**src/cache_pkg.sv**
```systemverilog
package cache_pkg;

  ////////////////////////////////////////////////////////////
  // Cache geometry
  ////////////////////////////////////////////////////////////

  localparam int word_bits     = 32;
  localparam int line_bits     = 128;  // Four words to a line.
  localparam int num_ways      = 2;
  localparam int lines_per_way = 16;
  localparam int offset_bits   = 4;
  localparam int index_bits    = 4;
  localparam int tag_bits      = word_bits - index_bits - offset_bits;

  localparam int words_per_line = line_bits / word_bits;
  localparam int word_sel_bits  = $clog2(words_per_line);

  // The core may have this many requests in flight.
  localparam int core_credits = 1;

  typedef logic [word_bits-1:0]  word_t;
  typedef logic [line_bits-1:0]  line_t;
  typedef logic [tag_bits-1:0]   tag_t;
  typedef logic [index_bits-1:0] index_t;
  typedef logic [num_ways-1:0]   way_vec_t;

  ////////////////////////////////////////////////////////////
  // Port structs
  ////////////////////////////////////////////////////////////

  typedef struct packed {
    logic  write;
    word_t addr;
    word_t wdata;
  } core_req_t;

  // Writes return the word that was stored.
  typedef struct packed {
    word_t rdata;
  } core_rsp_t;

  typedef struct packed {
    logic  write;
    word_t addr;   // Line aligned.
    line_t wdata;
  } mem_req_t;

  ////////////////////////////////////////////////////////////
  // Control and datapath handshake
  ////////////////////////////////////////////////////////////

  typedef struct packed {
    logic capture;          // Latch a new core request.
    logic write_hit;        // Store the merged line into the hitting way.
    logic allocate;         // Load the refill line into the victim way.
    logic victim_addr_sel;  // Address memory with the victim's tag.
    logic nmru_update;      // Record the hitting way as last used.
  } ctl_cmd_t;

  typedef struct packed {
    logic hit;           // Some valid way matches the request tag.
    logic victim_dirty;  // The NMRU victim is valid and dirty.
    logic req_write;     // The latched request is a write.
  } dp_status_t;

  typedef enum logic [2:0] {
    idle,
    lookup,
    writeback,
    refill,
    respond
  } ctl_state_t;

endpackage

```
**src/cache_control.sv**
```systemverilog
`timescale 1ns/1ps

module cache_control (
  input  logic                  clk,
  input  logic                  rst_n,
  input  logic                  core_req_valid,
  input  logic                  write,
  input  cache_pkg::dp_status_t status,
  input  logic                  mem_done,
  output cache_pkg::ctl_cmd_t   cmd,
  output logic                  mem_req_valid,
  output logic                  mem_write,
  output logic                  core_rsp_valid,
  output logic                  core_credit
);
  import cache_pkg::*;

  ctl_state_t state_q;
  ctl_state_t state_d;
  logic       rsp_q;

  always_ff @(posedge clk) begin
    if (!rst_n) begin
      state_q <= idle;
      rsp_q   <= 1'b0;
    end else begin
      state_q <= state_d;
      rsp_q   <= (state_q == lookup) && status.hit;  // The answer goes out next cycle.
    end
  end

  ////////////////////////////////////////////////////////////
  // Next state and datapath commands
  ////////////////////////////////////////////////////////////

  always_comb begin
    state_d       = state_q;
    cmd           = '0;
    mem_req_valid = 1'b0;
    mem_write     = 1'b0;

    unique case (state_q)
      idle: begin
        if (core_req_valid) begin
          cmd.capture = 1'b1;
          state_d     = lookup;
        end
      end

      lookup: begin
        if (status.hit) begin
          cmd.nmru_update = 1'b1;
          cmd.write_hit   = write;
          state_d         = respond;
        end else if (status.victim_dirty) begin
          state_d = writeback;
        end else begin
          state_d = refill;
        end
      end

      // The victim line goes out under its own tag.
      writeback: begin
        mem_req_valid       = 1'b1;
        mem_write           = 1'b1;
        cmd.victim_addr_sel = 1'b1;
        if (mem_done) state_d = refill;
      end

      refill: begin
        mem_req_valid = 1'b1;
        if (mem_done) begin
          cmd.allocate = 1'b1;  // Refill data is only valid in the done cycle.
          state_d      = lookup;
        end
      end

      respond: begin
        state_d = idle;
      end

      default: begin
        state_d = idle;
      end
    endcase
  end

  // Each response hands the single credit back to the core.
  assign core_rsp_valid = rsp_q;
  assign core_credit    = rsp_q;

endmodule

```
**config.mk**
```make
export PLATFORM = sky130hd
export DESIGN_NAME = cache_control
export DESIGN_NICKNAME = d
export VERILOG_FILES = /design/src/cache_pkg.sv /design/src/cache_control.sv
export SDC_FILE = /design/constraint.sdc
export NUM_CORES = 1
export LEC_CHECK = 0
export BUFFER_PORTS_ARGS = -buffer_cell sky130_fd_sc_hd__buf_2
export CORE_AREA = 2 2 39 41
export DETAILED_ROUTE_END_ITERATION = 8
export DIE_AREA = 0 0 41 43
export PLACE_DENSITY = 0.41
export RECOVER_POWER = 50
export SYNTH_ARGS = -nofsm -noshare
export SYNTH_HDL_FRONTEND = slang
export SYNTH_SLANG_ARGS = --single-unit
```
**constraint.sdc**
```tcl
create_clock -name clk -period 1.4 [get_ports clk]
set_input_delay 0.28 -clock clk [delete_from_list [all_inputs] [get_ports clk]]
set_output_delay 0.28 -clock clk [all_outputs]
set_load 0.005 [all_outputs]
```
== Word level (Yosys, flattened, before mapping) ==
Cells that the tools add are included.
Cells by class
  equality and inequality tests: 6
  mux-type cells: 16
  reduce and logical (&&, ||, !) cells: 4
Operators with widths (count)
  $mux 3: 4
  $pmux 3 s4: 1
  $mux 1: 11
  $eq 3x2->1 const B: 2
  $ne 2x2->1 const B: 3
  $eq 3x1->1 const B: 1
  $logic_not 3->1: 1
  $reduce_and 3->1: 1
  $reduce_or 2->1: 1
  $logic_and 1x1->1: 1
Storage, ports and cells
  register bits after elaboration: 4
  input bits: 8
  output and inout bits: 9
  word-level logic and storage cells: 28

== Longest topological paths before layout ==
  depth after elaboration: 3
  gate-level depth with buffers: 3
  gate-level depth less buffers: 2

== Worst setup path before layout ==
Ideal clock, no wire load.
  path type: register -> output
  start point: reg state_q[1]
  end point: out cmd[1] (netlist bit)
  data arrival time: 0.856 ns
  setup slack: 0.264 ns
  cell stages (with the launch flop): 4
  path buffers: 1
  path through: dfxtp_1 > and2b_2 > nor2b_1 > buf_4
On the way
  word-level cells in the longest chain between the ends: 2
RTL lines
  start, declared: line cache_control.sv:18  | ctl_state_t state_q;
  start signal, assigned: line cache_control.sv:24  | state_q <= idle;
  start signal, assigned: line cache_control.sv:27  | state_q <= state_d;
  $eq 3x2->1
  $mux 1
  end, declared: line cache_control.sv:10  | output cache_pkg::ctl_cmd_t cmd,
No other way between the ends.

==> results.ini <==
[setup_path]
worst_ep_arrival_time_ns = 1.10
cp_slowest_cell = and4bb_4
critPathTopFamily = simple AND/OR/NAND/NOR gates
critPathMaxFanout = 4
start_kind = flop
path_class = reg2out
crit_buf_inv = 1
end_kind = output pin
crit_chain = and4bb_4 -> and2_1 -> buf_2
crit_required_ns = 1.12
critical_path.max_stage_delay_ns = 0.33

[timing]
period_minus_slack_ns = 1.38
maxSlewViolCount = 0
worst_slack_ns = 0.0238
fin_skew_ns = 0.000484
tightest_slew_ns = 0.162
fmax_mhz = 727
setup_tns_ns = 0
period_share_pct = 98.3
rsz0062_at_grt = true
hold_viol_final = 0
relSlewSlack_pct = 89.1
final-setup-viol-count = 0

[routing]
postRouteAntennaNets = 0
wl_um = 450
drt-initial-drc-count = 1
wl_per_cell_um = 8.18
drc = 0
via_count = 211
viasPerCell = 3.84
firstDrtPassIters = 2

[global_route]
grtUsageMet3_pct = 4.71
grtUsageMet1_pct = 6.75
grt.busiest_layer = met4
grt_pass1_vias = 177
grt_max_degree = 9
grt_use_met2_pct = 6.88
grt_pass1_wl_um = 669
globalRoute.totalOverflow = 0
grt_use_total_pct = 6.43
antenna_found_initial = 0

[floorplan]
start_util_pct = 16.5
rows = 14
core-area_um2 = 1380
design.die.area_um2 = 1760
die_h_um = 43
ios = 17
die_w_um = 41

[pwr]
leakage_nw = 0.176
power_per_cell_area_nw_per_um2 = 971
worst_ir_drop_vdd_mv = 0.316

[cts]
cts_tree = built
clkSinkCount = 4
cts_buffer_depth = 2
cts_hold_buffers = 0
clkLatencyLatePin_ns = 0.23
cts_buffers = 3
clkSlewWorstSetupHoldPaths_ns = 0.04
cts_htree_levels = 1
cts-root-buf = clkbuf_4

[logic_synthesis]
ys_types = 13
synth_mux_area_share_pct = 0
synth-compound-area-share_pct = 10.9
avgSynthCellArea_um2 = 9.96
syn_inst = 23
synthesis.nets = 31
syn_area_um2 = 229
synth_top_family_by_area = simple AND/OR/NAND/NOR gates
synth_xor_area_share_pct = 0
ys_warn_count = 0
synth_seq_cells = 4
yosysSeqAreaShare_pct = 35.0
synthSimpleGateAreaFrac_pct = 44.3
synth_fa_ha_area_share_pct = 0

[run]
cap_violations = 0

[outcome]
status = completed

[cells_and_area]
drive_gt1_share_pct = 61.5
final_common_cell = buf_2
finalCoreUtilization_pct = 24.2
final_cell_mix = buf_2 (15), and2_1 (3), nor3b_1 (3), clkbuf_4 (3), dfxtp_2 (3)
antennaDiodeCount = 0
final_nets = 49
area_growth_pct = 46.4
fillers = 151

[hold_path]
hp-class = in2reg

[place]
gp_congestion = 0.596
numPortBuffers = 15
post-place-ws_ns = 0.218

==> registers in the layout, indices dropped and copies added (netlist names) <==
signal       flops
state_q          3
core_credit      1
==> area by class of cell <==
| type | count | area, µm² | share of cell area, % |
|---|---|---|---|
| tap | 16 | 20.0 | 5.97 |
| multi-input combinational | 16 | 126 | 37.7 |
| clock buffer | 3 | 22.5 | 6.72 |
| sequential | 4 | 83.8 | 25.0 |
| timing repair buffer | 16 | 82.6 | 24.6 |
==> layer usage <==
metal | up-vias | part of all wire (%) | routed length (µm)
met5 | - | 0 | 0
li1 | 112 | - | -
met1 | 89 | 48 | 217
met3 | 0 | 11 | 50
met2 | 10 | 40 | 182
met4 | 0 | 0 | 0
==> synthesized netlist by cell type (all sizes together) <==
cell    instances  share of area, %
o21a            1               3.3
dfxtp           4                35
buf             3               9.8
nor3b           3               9.8
o311a           1               4.4
and2b           2               7.1
a21boi          1               3.3
or3b            1               3.8
nor2b           2               5.5
and3            1               2.7
and2            3               8.2
and4bb          1               7.1
==> what timing repair did <==
item,4_1_cts,5_1_grt
endpoints found under the hold margin,0,0
gates resized for setup,2,1
setup endpoints to repair,1,4
setup buffers,1,0
pin swaps,1,0
==> cells by family (layout without fill, tap and decap cells) <==
logic type / count (synthesis) / count (layout)
buf+inv: 3 / 19
flops: 4 / 4
compound gates: 3 / 3
simple gates: 13 / 13
==> power breakdown <==
part	switching (mW)	internal (mW)	total, mW
Clock	0.0427	0.0956	0.138
Sequential	0.00776	0.123	0.131
Combinational	0.0208	0.0356	0.0564
==> stage by stage <==
| step | area [µm²] | hold slack [ns] | power [mW] | std cells |
|---|---|---|---|---|
| 6_report | 335 | 0.275 | 0.326 | 55 |
| 5_1_grt | 335 | 0.293 | 0.348 | 55 |
| 4_1_cts | 334 | 0.267 | 0.336 | 55 |
| 3_5_place_dp | 302 | 0.512 | 0.185 | 51 |
| 3_3_place_gp | 302 | 0.516 | 0.186 | 51 |
| 2_1_floorplan | 229 | 0.402 | 0.165 | 23 |
==> worst paths after layout <==
path                            startpoint          end  slack, ns  cells past startpoint
worst max-delay path            state_q[1]       cmd[3]       0.02                      3
worst min-delay path                 rst_n  core_credit       0.27                      2
worst min register to register  state_q[1]   state_q[0]       0.64                      2
worst max register to register  state_q[1]   state_q[0]       0.39                      3
Power figures use the tool's default switching activity.
