## config.mk

```make
export PLATFORM = sky130hd
export DESIGN_NAME = cache_datapath
export DESIGN_NICKNAME = d
export VERILOG_FILES = /design/src/cache_pkg.sv /design/src/line_array.sv /design/src/cache_datapath.sv
export SDC_FILE = /design/constraint.sdc
export NUM_CORES = 2
export LEC_CHECK = 0
export CORE_ASPECT_RATIO = 1.5
export CORE_MARGIN = 2
export CORE_UTILIZATION = 45
export CTS_BUF_LIST = sky130_fd_sc_hd__clkbuf_16
export CTS_CLUSTER_SIZE = 28
export DETAILED_ROUTE_END_ITERATION = 6
export DONT_BUFFER_PORTS = 1
export GPL_TIMING_DRIVEN = 0
export PLACE_DENSITY = 0.63
export SLEW_MARGIN = 20
export SYNTH_ARGS = -nofsm -noshare
export SYNTH_HDL_FRONTEND = slang
export SYNTH_MEMORY_MAX_BITS = 65536
export SYNTH_SLANG_ARGS = --single-unit
```

## constraint.sdc

```tcl
create_clock -name clk -period 22.4 [get_ports clk]
set_input_delay 5.6 -clock clk [delete_from_list [all_inputs] [get_ports clk]]
set_output_delay 5.6 -clock clk [all_outputs]
set_load 0.005 [all_outputs]
```

## src/cache_pkg.sv

```systemverilog
package cache_pkg;

  ////////////////////////////////////////////////////////////
  // Cache geometry
  ////////////////////////////////////////////////////////////

  localparam int word_bits     = 32;
  localparam int line_bits     = 128;  // Four words to a line.
  localparam int num_ways      = 2;
  localparam int lines_per_way = 16;
  localparam int offset_bits   = 4;
  localparam int index_bits    = 4;
  localparam int tag_bits      = word_bits - index_bits - offset_bits;

  localparam int words_per_line = line_bits / word_bits;
  localparam int word_sel_bits  = $clog2(words_per_line);

  // The core may have this many requests in flight.
  localparam int core_credits = 1;

  typedef logic [word_bits-1:0]  word_t;
  typedef logic [line_bits-1:0]  line_t;
  typedef logic [tag_bits-1:0]   tag_t;
  typedef logic [index_bits-1:0] index_t;
  typedef logic [num_ways-1:0]   way_vec_t;

  ////////////////////////////////////////////////////////////
  // Port structs
  ////////////////////////////////////////////////////////////

  typedef struct packed {
    logic  write;
    word_t addr;
    word_t wdata;
  } core_req_t;

  // Writes return the word that was stored.
  typedef struct packed {
    word_t rdata;
  } core_rsp_t;

  typedef struct packed {
    logic  write;
    word_t addr;   // Line aligned.
    line_t wdata;
  } mem_req_t;

  ////////////////////////////////////////////////////////////
  // Control and datapath handshake
  ////////////////////////////////////////////////////////////

  typedef struct packed {
    logic capture;          // Latch a new core request.
    logic write_hit;        // Store the merged line into the hitting way.
    logic allocate;         // Load the refill line into the victim way.
    logic victim_addr_sel;  // Address memory with the victim's tag.
    logic nmru_update;      // Record the hitting way as last used.
  } ctl_cmd_t;

  typedef struct packed {
    logic hit;           // Some valid way matches the request tag.
    logic victim_dirty;  // The NMRU victim is valid and dirty.
    logic req_write;     // The latched request is a write.
  } dp_status_t;

  typedef enum logic [2:0] {
    idle,
    lookup,
    writeback,
    refill,
    respond
  } ctl_state_t;

endpackage

```

## src/line_array.sv

```systemverilog
`timescale 1ns/1ps

module line_array #(
  parameter int width          = 1,
  parameter int depth          = 16,
  parameter bit clear_on_reset = 1'b0
) (
  input  logic               clk,
  input  logic               rst_n,
  input  logic               load,
  input  cache_pkg::index_t  index,
  input  logic [width-1:0]   data_in,
  output logic [width-1:0]   data_out
);

  logic [width-1:0] mem [depth];

  if (clear_on_reset) begin : g_flags
    always_ff @(posedge clk) begin
      if (!rst_n) begin
        for (int i = 0; i < depth; i++) begin
          mem[i] <= '0;
        end
      end else if (load) begin
        mem[index] <= data_in;
      end
    end
  end else begin : g_store
    always_ff @(posedge clk) begin
      if (load) mem[index] <= data_in;
    end
  end

  assign data_out = mem[index];  // Read port sees the write only after the edge.

endmodule

```

## src/cache_datapath.sv

```systemverilog
`timescale 1ns/1ps

module cache_datapath (
  input  logic                  clk,
  input  logic                  rst_n,
  input  cache_pkg::core_req_t  core_req,
  input  cache_pkg::ctl_cmd_t   cmd,
  input  cache_pkg::line_t      mem_rdata,
  input  cache_pkg::way_vec_t   victim_vec,
  output cache_pkg::dp_status_t status,
  output cache_pkg::index_t     index,
  output cache_pkg::way_vec_t   hit_vec,
  output cache_pkg::word_t      rsp_data,
  output cache_pkg::word_t      mem_addr,
  output cache_pkg::line_t      mem_wdata
);
  import cache_pkg::*;

  core_req_t                req_q;
  tag_t                     req_tag;
  logic [word_sel_bits-1:0] word_sel;

  logic  valid_rd [num_ways];
  logic  dirty_rd [num_ways];
  tag_t  tag_rd   [num_ways];
  line_t data_rd  [num_ways];

  way_vec_t way_load;
  logic     dirty_in;
  line_t    line_in;
  line_t    hit_line;
  line_t    merged_line;
  line_t    victim_line;
  tag_t     victim_tag;
  logic     victim_valid;
  logic     victim_dirty;

  always_ff @(posedge clk) begin
    if (cmd.capture) req_q <= core_req;
  end

  assign req_tag  = req_q.addr[word_bits-1 -: tag_bits];
  assign index    = req_q.addr[offset_bits +: index_bits];
  assign word_sel = req_q.addr[offset_bits-1 -: word_sel_bits];

  ////////////////////////////////////////////////////////////
  // Per-way arrays
  ////////////////////////////////////////////////////////////

  for (genvar w = 0; w < num_ways; w++) begin : g_way
    line_array #(.width(1), .depth(lines_per_way), .clear_on_reset(1'b1)) u_valid (
      .clk, .rst_n, .load(way_load[w]), .index, .data_in(1'b1), .data_out(valid_rd[w])
    );
    line_array #(.width(tag_bits), .depth(lines_per_way), .clear_on_reset(1'b0)) u_tag (
      .clk, .rst_n, .load(way_load[w]), .index, .data_in(req_tag), .data_out(tag_rd[w])
    );
    line_array #(.width(1), .depth(lines_per_way), .clear_on_reset(1'b1)) u_dirty (
      .clk, .rst_n, .load(way_load[w]), .index, .data_in(dirty_in), .data_out(dirty_rd[w])
    );
    line_array #(.width(line_bits), .depth(lines_per_way), .clear_on_reset(1'b0)) u_data (
      .clk, .rst_n, .load(way_load[w]), .index, .data_in(line_in), .data_out(data_rd[w])
    );
  end

  ////////////////////////////////////////////////////////////
  // Lookup and victim selection
  ////////////////////////////////////////////////////////////

  always_comb begin
    hit_vec      = '0;
    hit_line     = '0;
    victim_line  = '0;
    victim_tag   = '0;
    victim_valid = 1'b0;
    victim_dirty = 1'b0;
    for (int w = 0; w < num_ways; w++) begin
      if (valid_rd[w] && (tag_rd[w] == req_tag)) begin
        hit_vec[w] = 1'b1;
        hit_line   = data_rd[w];
      end
      if (victim_vec[w]) begin
        victim_line  = data_rd[w];
        victim_tag   = tag_rd[w];
        victim_valid = valid_rd[w];
        victim_dirty = dirty_rd[w];
      end
    end
  end

  always_comb begin
    merged_line = hit_line;
    merged_line[word_sel*word_bits +: word_bits] = req_q.wdata;
  end

  // A refill always lands clean, a write hit always leaves the line dirty.
  assign dirty_in = cmd.write_hit;
  assign line_in  = cmd.allocate ? mem_rdata : merged_line;

  for (genvar w = 0; w < num_ways; w++) begin : g_load
    assign way_load[w] = (cmd.write_hit & hit_vec[w]) | (cmd.allocate & victim_vec[w]);
  end

  assign status.hit          = |hit_vec;
  assign status.victim_dirty = victim_valid & victim_dirty;
  assign status.req_write    = req_q.write;

  assign rsp_data  = hit_line[word_sel*word_bits +: word_bits];  // Holds the new word after a write.
  assign mem_addr  = {(cmd.victim_addr_sel ? victim_tag : req_tag), index, {offset_bits{1'b0}}};
  assign mem_wdata = victim_line;

endmodule

```

# After elaboration in Yosys (flattened, before gate mapping)
# Memories as Yosys holds them, arrays and structs flattened. A register that Yosys moved wholly into a read port is not among the register bits.
# Cells that the tools add are included.
# totals
register_bits	65
mem_bits_rw	4928
elab_cells	75
n_memories	8
# op_classes
add_sub_neg	1
eq_ne	2
n_shift	3
mux	44
bitwise	7
n_reduce_logical	7
# memory_table
name	words	word_bits	rd	rd_ports_with_merged_regs	write_ports	line_no	text
g_way[0].u_data.mem	16	128	1	1	1	line_array.sv:16	logic [width-1:0] mem [depth];
g_way[1].u_data.mem	16	128	1	1	1	line_array.sv:16	
g_way[0].u_tag.mem	16	24	1	1	1	line_array.sv:16	
g_way[1].u_tag.mem	16	24	1	1	1	line_array.sv:16	
g_way[0].u_dirty.mem	16	1	1	1	16	line_array.sv:16	
g_way[0].u_valid.mem	16	1	1	1	16	line_array.sv:16	
+2 memories	--	--	--	--	--	--	
# ops
operator	count
two-way mux 128 bit	5
bitwise mux 128 bit	1
variable shift 32 x 34 -> 128 bit (first input constant)	1
indexed part select 128 x 8 -> 32 bit	1
indexed part select 32 x 34 -> 128 bit	1
two-way mux 24 bit	3
== test 24 bit	2
two-way mux 4 bit	12
negator 7 -> 34 bit	1
two-way mux 1 bit	23
AND 1 bit	5
OR reduction 1 bit	4
logical AND 1 bit	2
OR 1 bit	2
OR reduction 2 bit	1

# Logic depth before layout (Yosys ltp)
# depth
depth_word	10
depth_mapped	20
mapped_depth_nobuf	11

# Modules after synthesis
# Synthesis repeated with hierarchy kept, for this count alone.
# hier_totals
hier_cells	9715
area_unflattened_um2	196886.3
# modules_own_cells
module	n_inst	cells_per_inst	area_per_inst_um2	seq_area_each_um2
line_array (g_way[0].u_data ...)	2	3143	76562.2	61499.0
line_array (g_way[0].u_tag ...)	2	613	14475.1	11531.1
cache_datapath	1	1819	11328.4	1891.8
line_array (g_way[0].u_dirty ...)	4	96	870.8	320.3

# Worst setup path after synthesis
# OpenSTA, ideal clock, no wires.
# synth_timing
kind	input to register
from	in victim_vec[1]
to	mem g_way[1].u_data.mem[7][0] (netlist bit) (enable)
t_arrival_ps	12724
required_time_ps	21732
setup_slack_ps	9008
path_stages	5
path_buffers	2
cell_sequence	clkbuf_1 -> nand2_1 -> a21boi_2 -> buf_2 -> nor2_1
# synth_via
elab_chain_cells	4
# synth_lines
item	line_no	text
from (decl)	cache_datapath.sv:9	input cache_pkg::way_vec_t victim_vec,
AND 1 bit	cache_datapath.sv:100	assign way_load[w] = (cmd.write_hit & hit_vec[w]) | (cmd.allocate & victim_vec[w]);
OR 1 bit	cache_datapath.sv:100	
two-way mux 1 bit	line_array.sv:30	if (load) mem[index] <= data_in;
two-way mux 1 bit (implied by the code)	line_array.sv:30	
to (decl)	line_array.sv:16	
# No other way between the ends.

==> results_dict.tcl <==
set metrics [dict create \
    status "complete, but fails checks" \
    violations_in_the_final_reports "DRC" \
    finalSetupViolations 0 \
    synth_edf_count 4927 \
    die_y_um 815.6 \
    yosys-top-cells-area "edfxtp_1, mux4_2, mux2i_1, a21oi_1, dfxtp_1" \
    syn-instance-count 9168 \
    grt_start_max_net_pins 68 \
    vias 111600 \
    pwr-share-seq 0.507 \
    drive_gt1_frac 0.3061 \
    power.static_leakage_nw 73.93 \
    ctsLongestPathBuffers 4 \
    postSynth.asyncResetShare 0 \
    power_frac_clock 0.382 \
    floorplan.rows 298 \
    number_of_buffers_added_to_fix_hold_violations_after_cts 0 \
    number_of_design_rule_violations_left_after_detail_routing 5 \
    worstPathRequired_ns 16.80 \
    maxCapViolCount 0 \
    post_synth_most_frequent_cells "edfxtp_1, mux4_2, a21oi_1" \
    detail-route-antenna-nets 0 \
    post_cts_resized 0 \
    synth_top_area_cell "edfxtp_1" \
    ir_worst_vdd_mv 0.07988 \
    detail_route.wl_per_cell_um 45.70 \
    timing.critical_path.arrival_ns 9.34 \
    timing.setup.tns_ns 0 \
    nFillCells 33150 \
    cts_root_buf "clkbuf_16" \
    period_needed_ns 14.94 \
    floorplan.initialDensity 0.4510 \
    yosys_warnings 0 \
    synth.most_common_cell "edfxtp_1" \
    gp_congestion 1.014 \
    critical_path_peak_fanout 10 \
    syn-mean-instance-area_um2 21.55 \
    worstSkewPairLatency_ns 1.12 \
    critPathLaunchType "flop" \
    nNetsFinal 10410 \
    postSynthRegisterBits 4995 \
    initial_antenna_violation_count 100 \
    fp.dieW_um 545.0 \
    holdCritPathClass "reg2reg" \
    power.density_cell_area_nw_per_um2 88.55 \
    finalCritPeriodShare 0.6668 \
    post_synthesis_instance_area_um2 197600 \
    boundaryPins 403 \
    syn_to_final_growth_pct 18.52 \
    io_buffer_count 0 \
    critPathKind "reg2out" \
    final_util 0.5345 \
    synthDominantCellAreaShare 0.7488 \
    timing_worst_slew_pin_value_ns 1.389 \
    grt_use_total 0.3366 \
    grt-ovfl-total 0 \
    first_pass_grt_wire_length_um 987300 \
    number_of_buffers_inserted_during_clock_tree_synthesis 454 \
    hold_start "g_way[1].u_valid.mem[11]$_DFF_P_" \
    slew_headroom 0.07418 \
    vias_in_the_first_global_route 107700 \
    grt_setup_unrepaired "no" \
    timing.fmax_ghz 0.06695 \
    drt_first_iter_violations 19020 \
    number_of_pins_with_negative_max_slew_slack_in_the_final_report 0 \
    p_int_w 0.01550 \
    totalWireLength_um 754400 \
    ys_seq_area_frac 0.7557 \
    cts.htree.levels 5 \
    worst_setup_path_end_kind "primary output" \
    p_sw_frac 0.2526 \
    clock_skew_ns 0.09678 \
    tritoncts_num_sinks 4995 \
    hold_violations 0 \
    cts.clk_slew.worst_paths_ns 0.07 \
    avgViaCountPerCell 6.760 \
    comb_power_share 0.111 \
    dieArea_um2 444500 \
    detailed_place_hpwl_um 546800 \
    drt-pass1-iter-count 7 \
    tritoncts "done" \
    power.net_switching_w 0.005239 \
    core-area_um2 438100 \
    yosys.cell_types.count 87 \
    synth_flop_cell "edfxtp_1" \
    post_cts.repair.setup_buffers 0 \
]
-- worst paths after layout --
kind / endpoint / slack, ns / depth (start not counted)
min reg2reg: g_way[1].u_valid.mem[11]$_DFF_P_ / 0.47 / 1
min: g_way[1].u_valid.mem[11]$_DFF_P_ / 0.47 / 1
max reg2reg: g_way[0].u_data.mem[15][51]$_DFFE_PP_ / 13.69 / 21
max: rsp_data[15] / 7.46 / 16
-- cell type report --
cell class                 instances  area, um2  share of cell area
timing repair buffer             571      12300             0.05252
sequential                      4995     149300              0.6376
tap                             5850       7320             0.03126
clock buffer                     456      11410             0.04873
multi-input combinational       3537      46880              0.2002
antenna                           84      210.2           0.0008976
clock inverter                   375       3518             0.01502
buffer                           582       3017             0.01288
inverter                          57      215.2           0.0009190
-- power groups by stage --
| stage | Combinational, W | Sequential (W) | Clock [W] |
|---|---|---|---|
| CTS | 0.00221 | 0.0105 | 0.00793 |
| detailed placement | 0.00221 | 0.0107 | 0 |
| global placement | 0.00201 | 0.0108 | 0 |
| global route | 0.00230 | 0.0105 | 0.00826 |
| floorplan | 0.00109 | 0.0107 | 0 |
| finish | 0.00230 | 0.0105 | 0.00792 |
-- flip-flops by register name, indices dropped and copies added (netlist names), named ones only --
name               flops
g_way.u_valid.mem     32
status                 1
req_q                 58
g_way.u_dirty.mem     32
index                  4
g_way.u_tag.mem      768
g_way.u_data.mem    4096
-- critical path, stage by stage, from the launching register on --
cell	delay (ns)
dfxtp_1	0.37
buf_2	0.26
clkinv_1	0.40
buf_2	0.53
buf_2	0.47
buf_4	0.50
buf_2	0.58
buf_1	0.79
buf_2	1.05
clkbuf_1	0.82
a211oi_1	0.15
a31oi_2	0.66
inv_1	0.42
o21ai_0	0.41
o32ai_2	0.13
buf_4	0.23
mux2i_1	0.34
-- cells in the final DEF (no fill, tap or decap), drive strengths merged, types with 24 or more instances in the layout --
| master | count |
|---|---|
| a211oi | 29 |
| a21oi | 313 |
| a22o | 114 |
| a22oi | 56 |
| a31oi | 60 |
| and2 | 72 |
| and3 | 99 |
| buf | 884 |
| bufinv | 50 |
| clkbuf | 725 |
| clkinv | 215 |
| clkinvlp | 24 |
| dfxtp | 68 |
| diode | 84 |
| edfxtp | 4927 |
| inv | 143 |
| mux2 | 40 |
| mux2i | 196 |
| mux4 | 1393 |
| nand2 | 275 |
| nand3 | 69 |
| nand4 | 29 |
| nor2 | 132 |
| nor2b | 139 |
| o21a | 60 |
| o21ai | 132 |
| o21bai | 51 |
| xnor2 | 26 |
-- cell families (layout without fill, tap and decap cells) --
family | after synthesis | in the layout | share of synthesized area
other | 1 | 88 | 0.00001898
buffers and inverters | 639 | 2041 | 0.01581
xor gates and xnor gates | 40 | 40 | 0.001773
DFF | 4995 | 4995 | 0.7557
muxes | 1629 | 1629 | 0.1710
adders and majority gates | 5 | 5 | 0.0003166
and+or+nand+nor | 889 | 889 | 0.02302
AOI/OAI and AO/OA | 970 | 970 | 0.03240
-- per-stage QoR --
stage	hold WS (ns)	setup slack [ns]	total power (W)	instance area (um2)	std cells
2_1_floorplan	0.4354	9.008	0.01179	197600	9171
3_3_place_gp	0.4407	-4.855	0.01281	204900	15020
3_5_place_dp	0.4531	8.152	0.01293	218800	15580
4_1_cts	0.4719	7.655	0.02067	233700	16410
5_1_grt	0.4824	7.521	0.02108	234100	16460
6_report	0.4697	7.465	0.02074	234200	16510
-- metal layers --
layer,vias up,share of wire,global-route usage
met3,2456,0.13,0.1157
met1,59000,0.31,0.3848
met5,-,0.00049,0.003030
met2,9226,0.46,0.5138
met4,38,0.10,0.2719
li1,40870,-,-
Power figures use the tool's default switching activity.
