==> config.mk <==
export PLATFORM = sky130hd
export DESIGN_NAME = nmru_policy
export DESIGN_NICKNAME = d
export VERILOG_FILES = /design/src/cache_pkg.sv /design/src/nmru_policy.sv
export SDC_FILE = /design/constraint.sdc
export NUM_CORES = 1
export LEC_CHECK = 0
export BUFFER_PORTS_ARGS = -buffer_cell sky130_fd_sc_hd__buf_2
export CAP_MARGIN = 15
export CORE_UTILIZATION = 55
export CTS_CLUSTER_DIAMETER = 100
export DETAILED_ROUTE_END_ITERATION = 8
export MAX_ROUTING_LAYER = met4
export PLACE_DENSITY = 0.76
export REMOVE_ABC_BUFFERS = 1
export SKIP_CTS_REPAIR_TIMING = 1
export SYNTH_ARGS = -nofsm -noshare
export SYNTH_HDL_FRONTEND = slang
export SYNTH_SLANG_ARGS = --single-unit
==> constraint.sdc <==
create_clock -name clk -period 1.6 [get_ports clk]
set_input_delay 0.24 -clock clk [delete_from_list [all_inputs] [get_ports clk]]
set_output_delay 0.24 -clock clk [all_outputs]
set_load 0.005 [all_outputs]
==> src/cache_pkg.sv <==
package cache_pkg;

  ////////////////////////////////////////////////////////////
  // Cache geometry
  ////////////////////////////////////////////////////////////

  localparam int word_bits     = 32;
  localparam int line_bits     = 128;  // Four words to a line.
  localparam int num_ways      = 2;
  localparam int lines_per_way = 16;
  localparam int offset_bits   = 4;
  localparam int index_bits    = 4;
  localparam int tag_bits      = word_bits - index_bits - offset_bits;

  localparam int words_per_line = line_bits / word_bits;
  localparam int word_sel_bits  = $clog2(words_per_line);

  // The core may have this many requests in flight.
  localparam int core_credits = 1;

  typedef logic [word_bits-1:0]  word_t;
  typedef logic [line_bits-1:0]  line_t;
  typedef logic [tag_bits-1:0]   tag_t;
  typedef logic [index_bits-1:0] index_t;
  typedef logic [num_ways-1:0]   way_vec_t;

  ////////////////////////////////////////////////////////////
  // Port structs
  ////////////////////////////////////////////////////////////

  typedef struct packed {
    logic  write;
    word_t addr;
    word_t wdata;
  } core_req_t;

  // Writes return the word that was stored.
  typedef struct packed {
    word_t rdata;
  } core_rsp_t;

  typedef struct packed {
    logic  write;
    word_t addr;   // Line aligned.
    line_t wdata;
  } mem_req_t;

  ////////////////////////////////////////////////////////////
  // Control and datapath handshake
  ////////////////////////////////////////////////////////////

  typedef struct packed {
    logic capture;          // Latch a new core request.
    logic write_hit;        // Store the merged line into the hitting way.
    logic allocate;         // Load the refill line into the victim way.
    logic victim_addr_sel;  // Address memory with the victim's tag.
    logic nmru_update;      // Record the hitting way as last used.
  } ctl_cmd_t;

  typedef struct packed {
    logic hit;           // Some valid way matches the request tag.
    logic victim_dirty;  // The NMRU victim is valid and dirty.
    logic req_write;     // The latched request is a write.
  } dp_status_t;

  typedef enum logic [2:0] {
    idle,
    lookup,
    writeback,
    refill,
    respond
  } ctl_state_t;

endpackage

==> src/nmru_policy.sv <==
`timescale 1ns/1ps

module nmru_policy (
  input  logic                clk,
  input  logic                rst_n,
  input  cache_pkg::index_t   index,
  input  logic                update,
  input  cache_pkg::way_vec_t hit_vec,
  output cache_pkg::way_vec_t victim_vec
);
  import cache_pkg::*;

  localparam int way_num_bits = (num_ways > 1) ? $clog2(num_ways) : 1;

  logic [way_num_bits-1:0] last_used [lines_per_way];
  logic [way_num_bits-1:0] hit_way;
  logic                    found;

  // Encode the one-hot hit vector into a way number.
  always_comb begin
    hit_way = '0;
    for (int w = 0; w < num_ways; w++) begin
      if (hit_vec[w]) hit_way = way_num_bits'(w);
    end
  end

  always_ff @(posedge clk) begin
    if (!rst_n) begin
      for (int i = 0; i < lines_per_way; i++) begin
        last_used[i] <= '0;
      end
    end else if (update) begin
      last_used[index] <= hit_way;
    end
  end

  // The lowest-numbered way that was not last used is evicted.
  always_comb begin
    victim_vec = '0;
    found      = 1'b0;
    for (int w = 0; w < num_ways; w++) begin
      if (!found && (way_num_bits'(w) != last_used[index])) begin
        victim_vec[w] = 1'b1;
        found         = 1'b1;
      end
    end
  end

endmodule

## Word-level counts from Yosys, hierarchy flattened

Memories as Yosys holds them, arrays and structs flattened.
Index checks and enable logic that the tools add are counted.

| storage, ports and cells | value |
|---|---|
| memory bits (read-only) | 0 |
| input port bits | 9 |
| memories kept | 1 |
| output and inout port bits | 2 |
| word-level logic and storage cells | 15 |
| bits in latches | 0 |
| bits in writable memories | 16 |
| flip-flop bits (word level) | 0 |

Memories:

| memory | words | bits a word | read ports | clocked after Yosys merged registers in | write ports | RTL line | text |
|---|---|---|---|---|---|---|---|
| last_used | 16 | 1 | 1 | 0 | 16 | nmru_policy.sv:15 | `logic [way_num_bits-1:0] last_used [lines_per_way];` |

| operators by class | value |
|---|---|
| magnitude comparators | 0 |
| add/subtract/negate cells | 0 |
| div/mod/pow operators | 0 |
| shift-type cells | 0 |
| bitwise gates (word level) | 1 |
| $mul | 0 |
| equal/unequal tests | 0 |
| reduce and logical (&&, ||, !) cells | 3 |
| mux-type cells | 10 |

Operator list:

| operator | count |
|---|---|
| $mux 1 | 9 |
| $mux 4 | 1 |
| $logic_and 1x1->1 | 1 |
| $logic_not 1->1 | 1 |
| $not 1->1 | 1 |
| $reduce_or 1->1 | 1 |

## Longest topological paths before layout

Gate-level depths: netlist of run 1.

| depth | value |
|---|---|
| word-level depth | 5 |
| gate-level depth with buffers | 5 |

## Worst setup path before layout of run 1

OpenSTA, ideal clock, no wires.

| timing | value |
|---|---|
| path type | in2out |
| from | in index[0] |
| to | out victim_vec[1] |
| required time | 1.360 ns |
| arrival time | 1.125 ns |
| cell stages on the path | 4 |
| path slack | 0.235 ns |
| path through | buf_6 > mux4_2 > nand3_2 > and4_1 |

| on the way | value |
|---|---|
| cells in the longest elaborated chain, start to end | 5 |
| elaborated cells on any way between the ends | 6 |
| those cells by class | mux: 2; bitwise: 1; reduce/logical: 2; memory: 1 |

Ends and longest elaborated chain:

| element | RTL line | text |
|---|---|---|
| start: declaration | nmru_policy.sv:6 | `input cache_pkg::index_t index,` |
| $mem_v2 16x1 * | - |  |
| $mux 1 | nmru_policy.sv:42 | `if (!found && (way_num_bits'(w) != last_used[index])) begin` |
| $logic_not 1->1 | nmru_policy.sv:42 |  |
| $logic_and 1x1->1 * | nmru_policy.sv:42 |  |
| $mux 1 * | nmru_policy.sv:42 |  |
| end: declaration | nmru_policy.sv:9 | `output cache_pkg::way_vec_t victim_vec` |

Mark *: on every way between the ends. The rest lies on a longest branch, timed or not.

## Worst setup path in the final report of run 1

| timing | value |
|---|---|
| from | mem last_used[7] (netlist bit) |
| to | out victim_vec[1] |

| on the way | value |
|---|---|
| cells in the longest elaborated chain, start to end | 5 |
| elaborated cells on any way between the ends | 6 |
| those cells by class | mux: 2; bitwise: 1; reduce/logical: 2; memory: 1 |

Ends and longest elaborated chain:

| element | RTL line |
|---|---|
| start: declaration | nmru_policy.sv:15 |
| $mem_v2 16x1 * | - |
| $mux 1 | nmru_policy.sv:42 |
| $logic_not 1->1 | nmru_policy.sv:42 |
| $logic_and 1x1->1 * | nmru_policy.sv:42 |
| $mux 1 * | nmru_policy.sv:42 |

Marks and branches as above.

==> parameters.txt, run 1 <==
Parameter                              Value

Outcome
  Status ... finished with violations
  Violated checks ... setup timing

Worst setup path
  Kind of start point of the critical path ... register
  Critical Path Sink Type ... primary output
  Required time of the worst setup path ... 1.36 ns
  Data arrival at the endpoint of the critical path ... 1.45 ns
  Worst Path Max Fanout ... 2
  Worst setup path category ... reg2out

Floorplan
  Starting density of the core ... 58.5%
  Width of the die ... 42.0 um
  Die span in y ... 42.0 um
  Number of top-level pins ... 11
  Placeable core area ... 1510 um2
  Die area ... 1770 um2
  Site row count ... 14

Timing
  Final setup violating endpoints ... 2
  Unrepaired setup endpoints after global routing ... yes
  Count of pins over their slew limit ... 0
  Transition at the pin with the smallest max-transition slack ... 0.309 ns
  Max transition margin ... 79.1%
  Final clock period utilization by the worst path ... 106%
  Hold slack ... 0.326 ns
  Worst Setup Slack, final ... -0.0892 ns
  Max Fclk ... 592 MHz
  Final Skew ... 0 ns
  Shortest clock period the worst path allows after layout ... 1.69 ns
  Final hold violation count ... 0

Detailed routing
  Routed wire length ... 1.86 mm
  DR vias ... 774
  Post-DR wirelength/cell ... 15.8 um
  Iteration count of the initial detailed-routing pass ... 4
  Iter 0 DRT Violations ... 13
  DRC ... 0
  Antenna Nets Post-Route ... 0
  Avg Vias per Cell ... 6.56

Synthesis
  Yosys warning total ... 0
  Most area-hungry cell type in the Yosys netlist ... dfxtp_1
  Mapped Area ... 881 um2
  Number of distinct library cell variants in the gate-level netlist after synthesis ... 24
  Number of instances in the synthesized netlist ... 98
  Sequential-to-total area share from yosys stat ... 36.4%
  Mean instance size in the synthesized netlist ... 8.99 um2
  FF+latch count, synth ... 16
  Cell types with the largest area share after synthesis ... dfxtp_1, mux4_2, nand2_1
  Fraction of synthesized cell area taken by the top area cell type ... 36.4%

Global routing
  Pin count of the biggest net entering global routing ... 17
  Number of antenna violations at the first check in global routing ... 0
  Wire length of the first global-routing pass ... 3.17 mm
  Overall overflow remaining after global route ... 0
  Via count of the first global-routing pass ... 692
  GRT Util Overall ... 24.4%

Placement
  Count of input and output buffers ... 9
  Placed wire-length estimate after detailed placement ... 1.29 mm
  Placement-stage worst setup slack ... 0.0164 ns
  RePlAce Congestion ... 0.817

Cells and area
  Proportion of layout cells with a drive suffix above 1 ... 34.3%
  Commonest non-fill, non-tap cell in the layout ... nand2_1
  Most frequent cells in the layout ... nand2_1, dfxtp_1, a21oi_1, buf_2, a31o_2
  Antenna diodes ... 0
  Final core occ ... 63.5%
  Area occupied by registers ... 323 um2
  Area of combinational cells with multiple inputs ... 494 um2
  Number of fill cells in the layout ... 137
  Net count, final ... 112
  Register bank with the most flops ... last_used
  Area grow syn2layout ... 8.52%
  Leading registers by flop count ... last_used: 16 flops
  Flip-flop count of the largest register after layout ... 16

Power and ir drop
  P_leak ... 0.402 nW
  Total power consumption of the routed design ... 0.761 mW
  Largest vdd supply drop ... 0.551 mV
  Areal power density over the cells ... 796 nW/um2

CTS
  Clk sink count ... 16
  Total CTS buffers ... 3
  Htree depth ... 1
  Clock tree root buffer cell ... clkbuf_4
  Max clock buf depth ... 2
  Clock tree from TritonCTS ... built
  Clock latency reported for the late side of the worst-skew pair ... 0.29 ns
  Clock input transition at the sequential cells of the worst setup and hold paths ... 0.09 ns

Min path
  HP Class ... in2reg

Job
  Number of max-cap violations ... 0
-- area by class of cell --
cell class | count | share of cell area (%)
Sequential cell | 16 | 33.8
Clock buffer | 4 | 3.80
Timing Repair Buffer | 14 | 8.64
Multi-Input combinational cell | 68 | 51.7
Tap cell | 16 | 2.09
-- where the power goes --
part | switching, mW | internal (mW)
clock network | 0.129 | 0.139
registers | 0.00250 | 0.403
logic | 0.0554 | 0.0323
total | 0.187 | 0.574
-- kinds of logic after synthesis --
kind of cell           synth area share [%]
AO/OA/AOI/OAI                          23.0
buffers and inverters                  8.10
flip-flops                             36.4
multiplexers                           10.2
AND/OR/NAND/NOR                        22.3
-- through the flow --
step / cells / area (um2) / TNS [ns]
2_1_floorplan: 84 / 810 / 0
3_3_place_gp: 114 / 912 / 0
3_5_place_dp: 114 / 912 / 0
4_1_cts: 118 / 948 / -0.156
5_1_grt: 118 / 956 / -0.217
6_report: 118 / 956 / -0.113
-- layer usage --
layer	wire, um	track usage, %	part of all wire, %	up-vias
met5	0	-	0	-
met4	35	9.38	1.9	0
met3	110	2.59	5.9	5
met2	830	37.8	45	27
met1	887	33.4	48	370
li1	-	-	-	372
-- Yosys cell counts (all sizes together) --
library cell and n:
dfxtp 16, a31o 10, nand3 3, buf 11, and4 2, mux4 4, a41o 2, nand4b 1
a21oi 10, o311ai 2, and4bb 1, clkbuf 3, nor2b 2, and4b 2, nor2 1, nand2 20
a31oi 2, o211ai 2, nand4 4
-- worst max-delay path: stages (launching register included) --
cell     delay [ns]
dfxtp_1        0.32
mux4_2         0.47
nand2_2        0.09
and4_1         0.18
buf_2          0.10
-- worst paths after layout --
kind	startpoint	endpoint	slack [ns]	depth (start not counted)
max	last_used[7]	victim_vec[1]	-0.09	4
min	index[2]	last_used[14]	0.33	3
max reg2reg	last_used[9]	last_used[9]	0.87	3
min reg2reg	last_used[14]	last_used[14]	0.50	2
Power figures use the tool's default switching activity.
==> run 2: changes to the inputs <==
--- a/config.mk
+++ b/config.mk
@@ -11,7 +11,7 @@
 export CTS_CLUSTER_DIAMETER = 100
 export DETAILED_ROUTE_END_ITERATION = 8
 export MAX_ROUTING_LAYER = met4
-export PLACE_DENSITY = 0.76
+export PLACE_DENSITY = 0.87
 export REMOVE_ABC_BUFFERS = 1
 export SKIP_CTS_REPAIR_TIMING = 1
 export SYNTH_ARGS = -nofsm -noshare
==> run 2 against run 1 <==
  * The flow still finishes with violations (setup timing)
  * Global-route usage decreased by 0.26 points
  * Critical path depth unchanged
  * Design area decreased by 1.2%
  * Final cell count decreased by 0.85%
  * Clock power decreased by 20%
  * Non-clock buffer count unchanged
  * Via count decreased by 1.6%
  * Largest power group unchanged
==> parameters.txt, run 2 (synthesized netlist as in run 1, its figures left out) <==
Parameter                              Value

Outcome
  Status ... finished with violations
  Violated checks ... setup timing

CTS
  Max clock buf depth ... 2
  Total CTS buffers ... 3
  Clk sink count ... 16
  Clock input transition at the sequential cells of the worst setup and hold paths ... 0.09 ns
  Clock tree root buffer cell ... clkbuf_4
  Clock tree from TritonCTS ... built
  Clock latency reported for the late side of the worst-skew pair ... 0.29 ns
  Htree depth ... 1

Timing
  Final Skew ... 0 ns
  Max Fclk ... 582 MHz
  Final setup violating endpoints ... 2
  Hold slack ... 0.332 ns
  Transition at the pin with the smallest max-transition slack ... 0.358 ns
  Max transition margin ... 76.1%
  Shortest clock period the worst path allows after layout ... 1.72 ns
  Count of pins over their slew limit ... 0
  Final hold violation count ... 0
  Worst Setup Slack, final ... -0.118 ns
  Final clock period utilization by the worst path ... 107%
  Unrepaired setup endpoints after global routing ... yes

Cells and area
  Area grow syn2layout ... 7.24%
  Leading registers by flop count ... last_used: 16 flops
  Area of combinational cells with multiple inputs ... 497 um2
  Antenna diodes ... 0
  Net count, final ... 112
  Register bank with the most flops ... last_used
  Area occupied by registers ... 323 um2
  Flip-flop count of the largest register after layout ... 16
  Number of fill cells in the layout ... 120
  Commonest non-fill, non-tap cell in the layout ... nand2_1
  Most frequent cells in the layout ... nand2_1, dfxtp_1, a21oi_1, buf_2, a31o_2
  Proportion of layout cells with a drive suffix above 1 ... 34.7%

Placement
  RePlAce Congestion ... 0.851
  Count of input and output buffers ... 9
  Placement-stage worst setup slack ... 0.0263 ns
  Placed wire-length estimate after detailed placement ... 1.20 mm

Global routing
  Number of antenna violations at the first check in global routing ... 0
  Pin count of the biggest net entering global routing ... 23
  Via count of the first global-routing pass ... 714
  Overall overflow remaining after global route ... 0
  Wire length of the first global-routing pass ... 3.11 mm
  GRT Util Overall ... 24.2%

Floorplan
  Number of top-level pins ... 11
  Width of the die ... 42.0 um
  Placeable core area ... 1510 um2
  Die area ... 1770 um2
  Site row count ... 14
  Starting density of the core ... 58.5%
  Die span in y ... 42.0 um

Detailed routing
  DRC ... 0
  Antenna Nets Post-Route ... 0
  Iter 0 DRT Violations ... 36
  DR vias ... 762
  Avg Vias per Cell ... 6.51
  Post-DR wirelength/cell ... 16.1 um
  Iteration count of the initial detailed-routing pass ... 4
  Routed wire length ... 1.88 mm

Min path
  Number of stages on the worst hold path ... 3
  HP Class ... in2reg

Worst setup path
  Worst setup path category ... reg2out
  Worst Path Max Fanout ... 2
  Kind of start point of the critical path ... register
  Critical Path Sink Type ... primary output
  Data arrival at the endpoint of the critical path ... 1.48 ns
  Required time of the worst setup path ... 1.36 ns
  Reg2reg path depth ... 4

Power and ir drop
  Switching power ... 0.184 mW
  P_leak ... 0.397 nW
  Fraction of power consumed by combinational cells ... 12.2%
  Internal power of the cells ... 0.522 mW
  Sw frac ... 26.0%
  Clock power share ... 30.3%
  Sequential fraction of design power ... 57.5%
  Largest vdd supply drop ... 0.377 mV
  Areal power density over the cells ... 747 nW/um2

Job
  Number of max-cap violations ... 0
-- run 2: changes by cell type in the layout (fill, tap and decap cells not counted) --
| cell | before | now |
|---|---|---|
| nand2_2 | 2 | 3 |
| clkbuf_8 | 1 | 0 |
| nand2_1 | 18 | 17 |
-- run 2: power groups by stage --
stage / Combinational, mW / Clock, mW / Sequential [mW]
3_5_place_dp: 0.0816 / 0 / 0.415
3_3_place_gp: 0.0790 / 0 / 0.415
2_1_floorplan: 0.0315 / 0 / 0.414
4_1_cts: 0.0821 / 0.212 / 0.406
6_report: 0.0861 / 0.214 / 0.406
5_1_grt: 0.0931 / 0.241 / 0.406
-- run 2: layout make-up --
class                      instances  share of cell area, %
clock buffer                       3                   2.38
multi-input combinational         68                   52.6
sequential                        16                   34.2
tap                               16                   2.12
timing repair buffer              14                   8.74
-- run 2: path summary, 6_finish.rpt --
kind	startpoint	to	slack [ns]
max	last_used[11]	victim_vec[1]	-0.12
min	hit_vec[1]	last_used[2]	0.33
max reg2reg	last_used[7]	last_used[7]	0.74
min reg2reg	last_used[15]	last_used[15]	0.48
-- run 2: worst max-delay path, stage by stage, from the launching register on --
cell and delay [ns]:
dfxtp_1 0.32, mux4_2 0.48, nand2_2 0.10, and4_1 0.18, buf_2 0.11
-- run 2: per-stage QoR --
stage / total power [mW] / TNS, ns / area [um2] / std cells / utilization (%)
2_1_floorplan: 0.446 / 0 / 810 / 84 / -
3_3_place_gp: 0.494 / 0 / 905 / 113 / 60.0
3_5_place_dp: 0.497 / 0 / 905 / 113 / 60.0
4_1_cts: 0.700 / -0.148 / 927 / 116 / 61.5
5_1_grt: 0.741 / -0.286 / 945 / 117 / 62.7
6_report: 0.706 / -0.152 / 945 / 117 / 62.7
-- run 2: metal layers --
layer,part of all wire [%],global-route usage [%]
met5,0,-
met4,2.3,15.0
met3,7.0,6.47
met2,49,35.3
met1,41,29.9
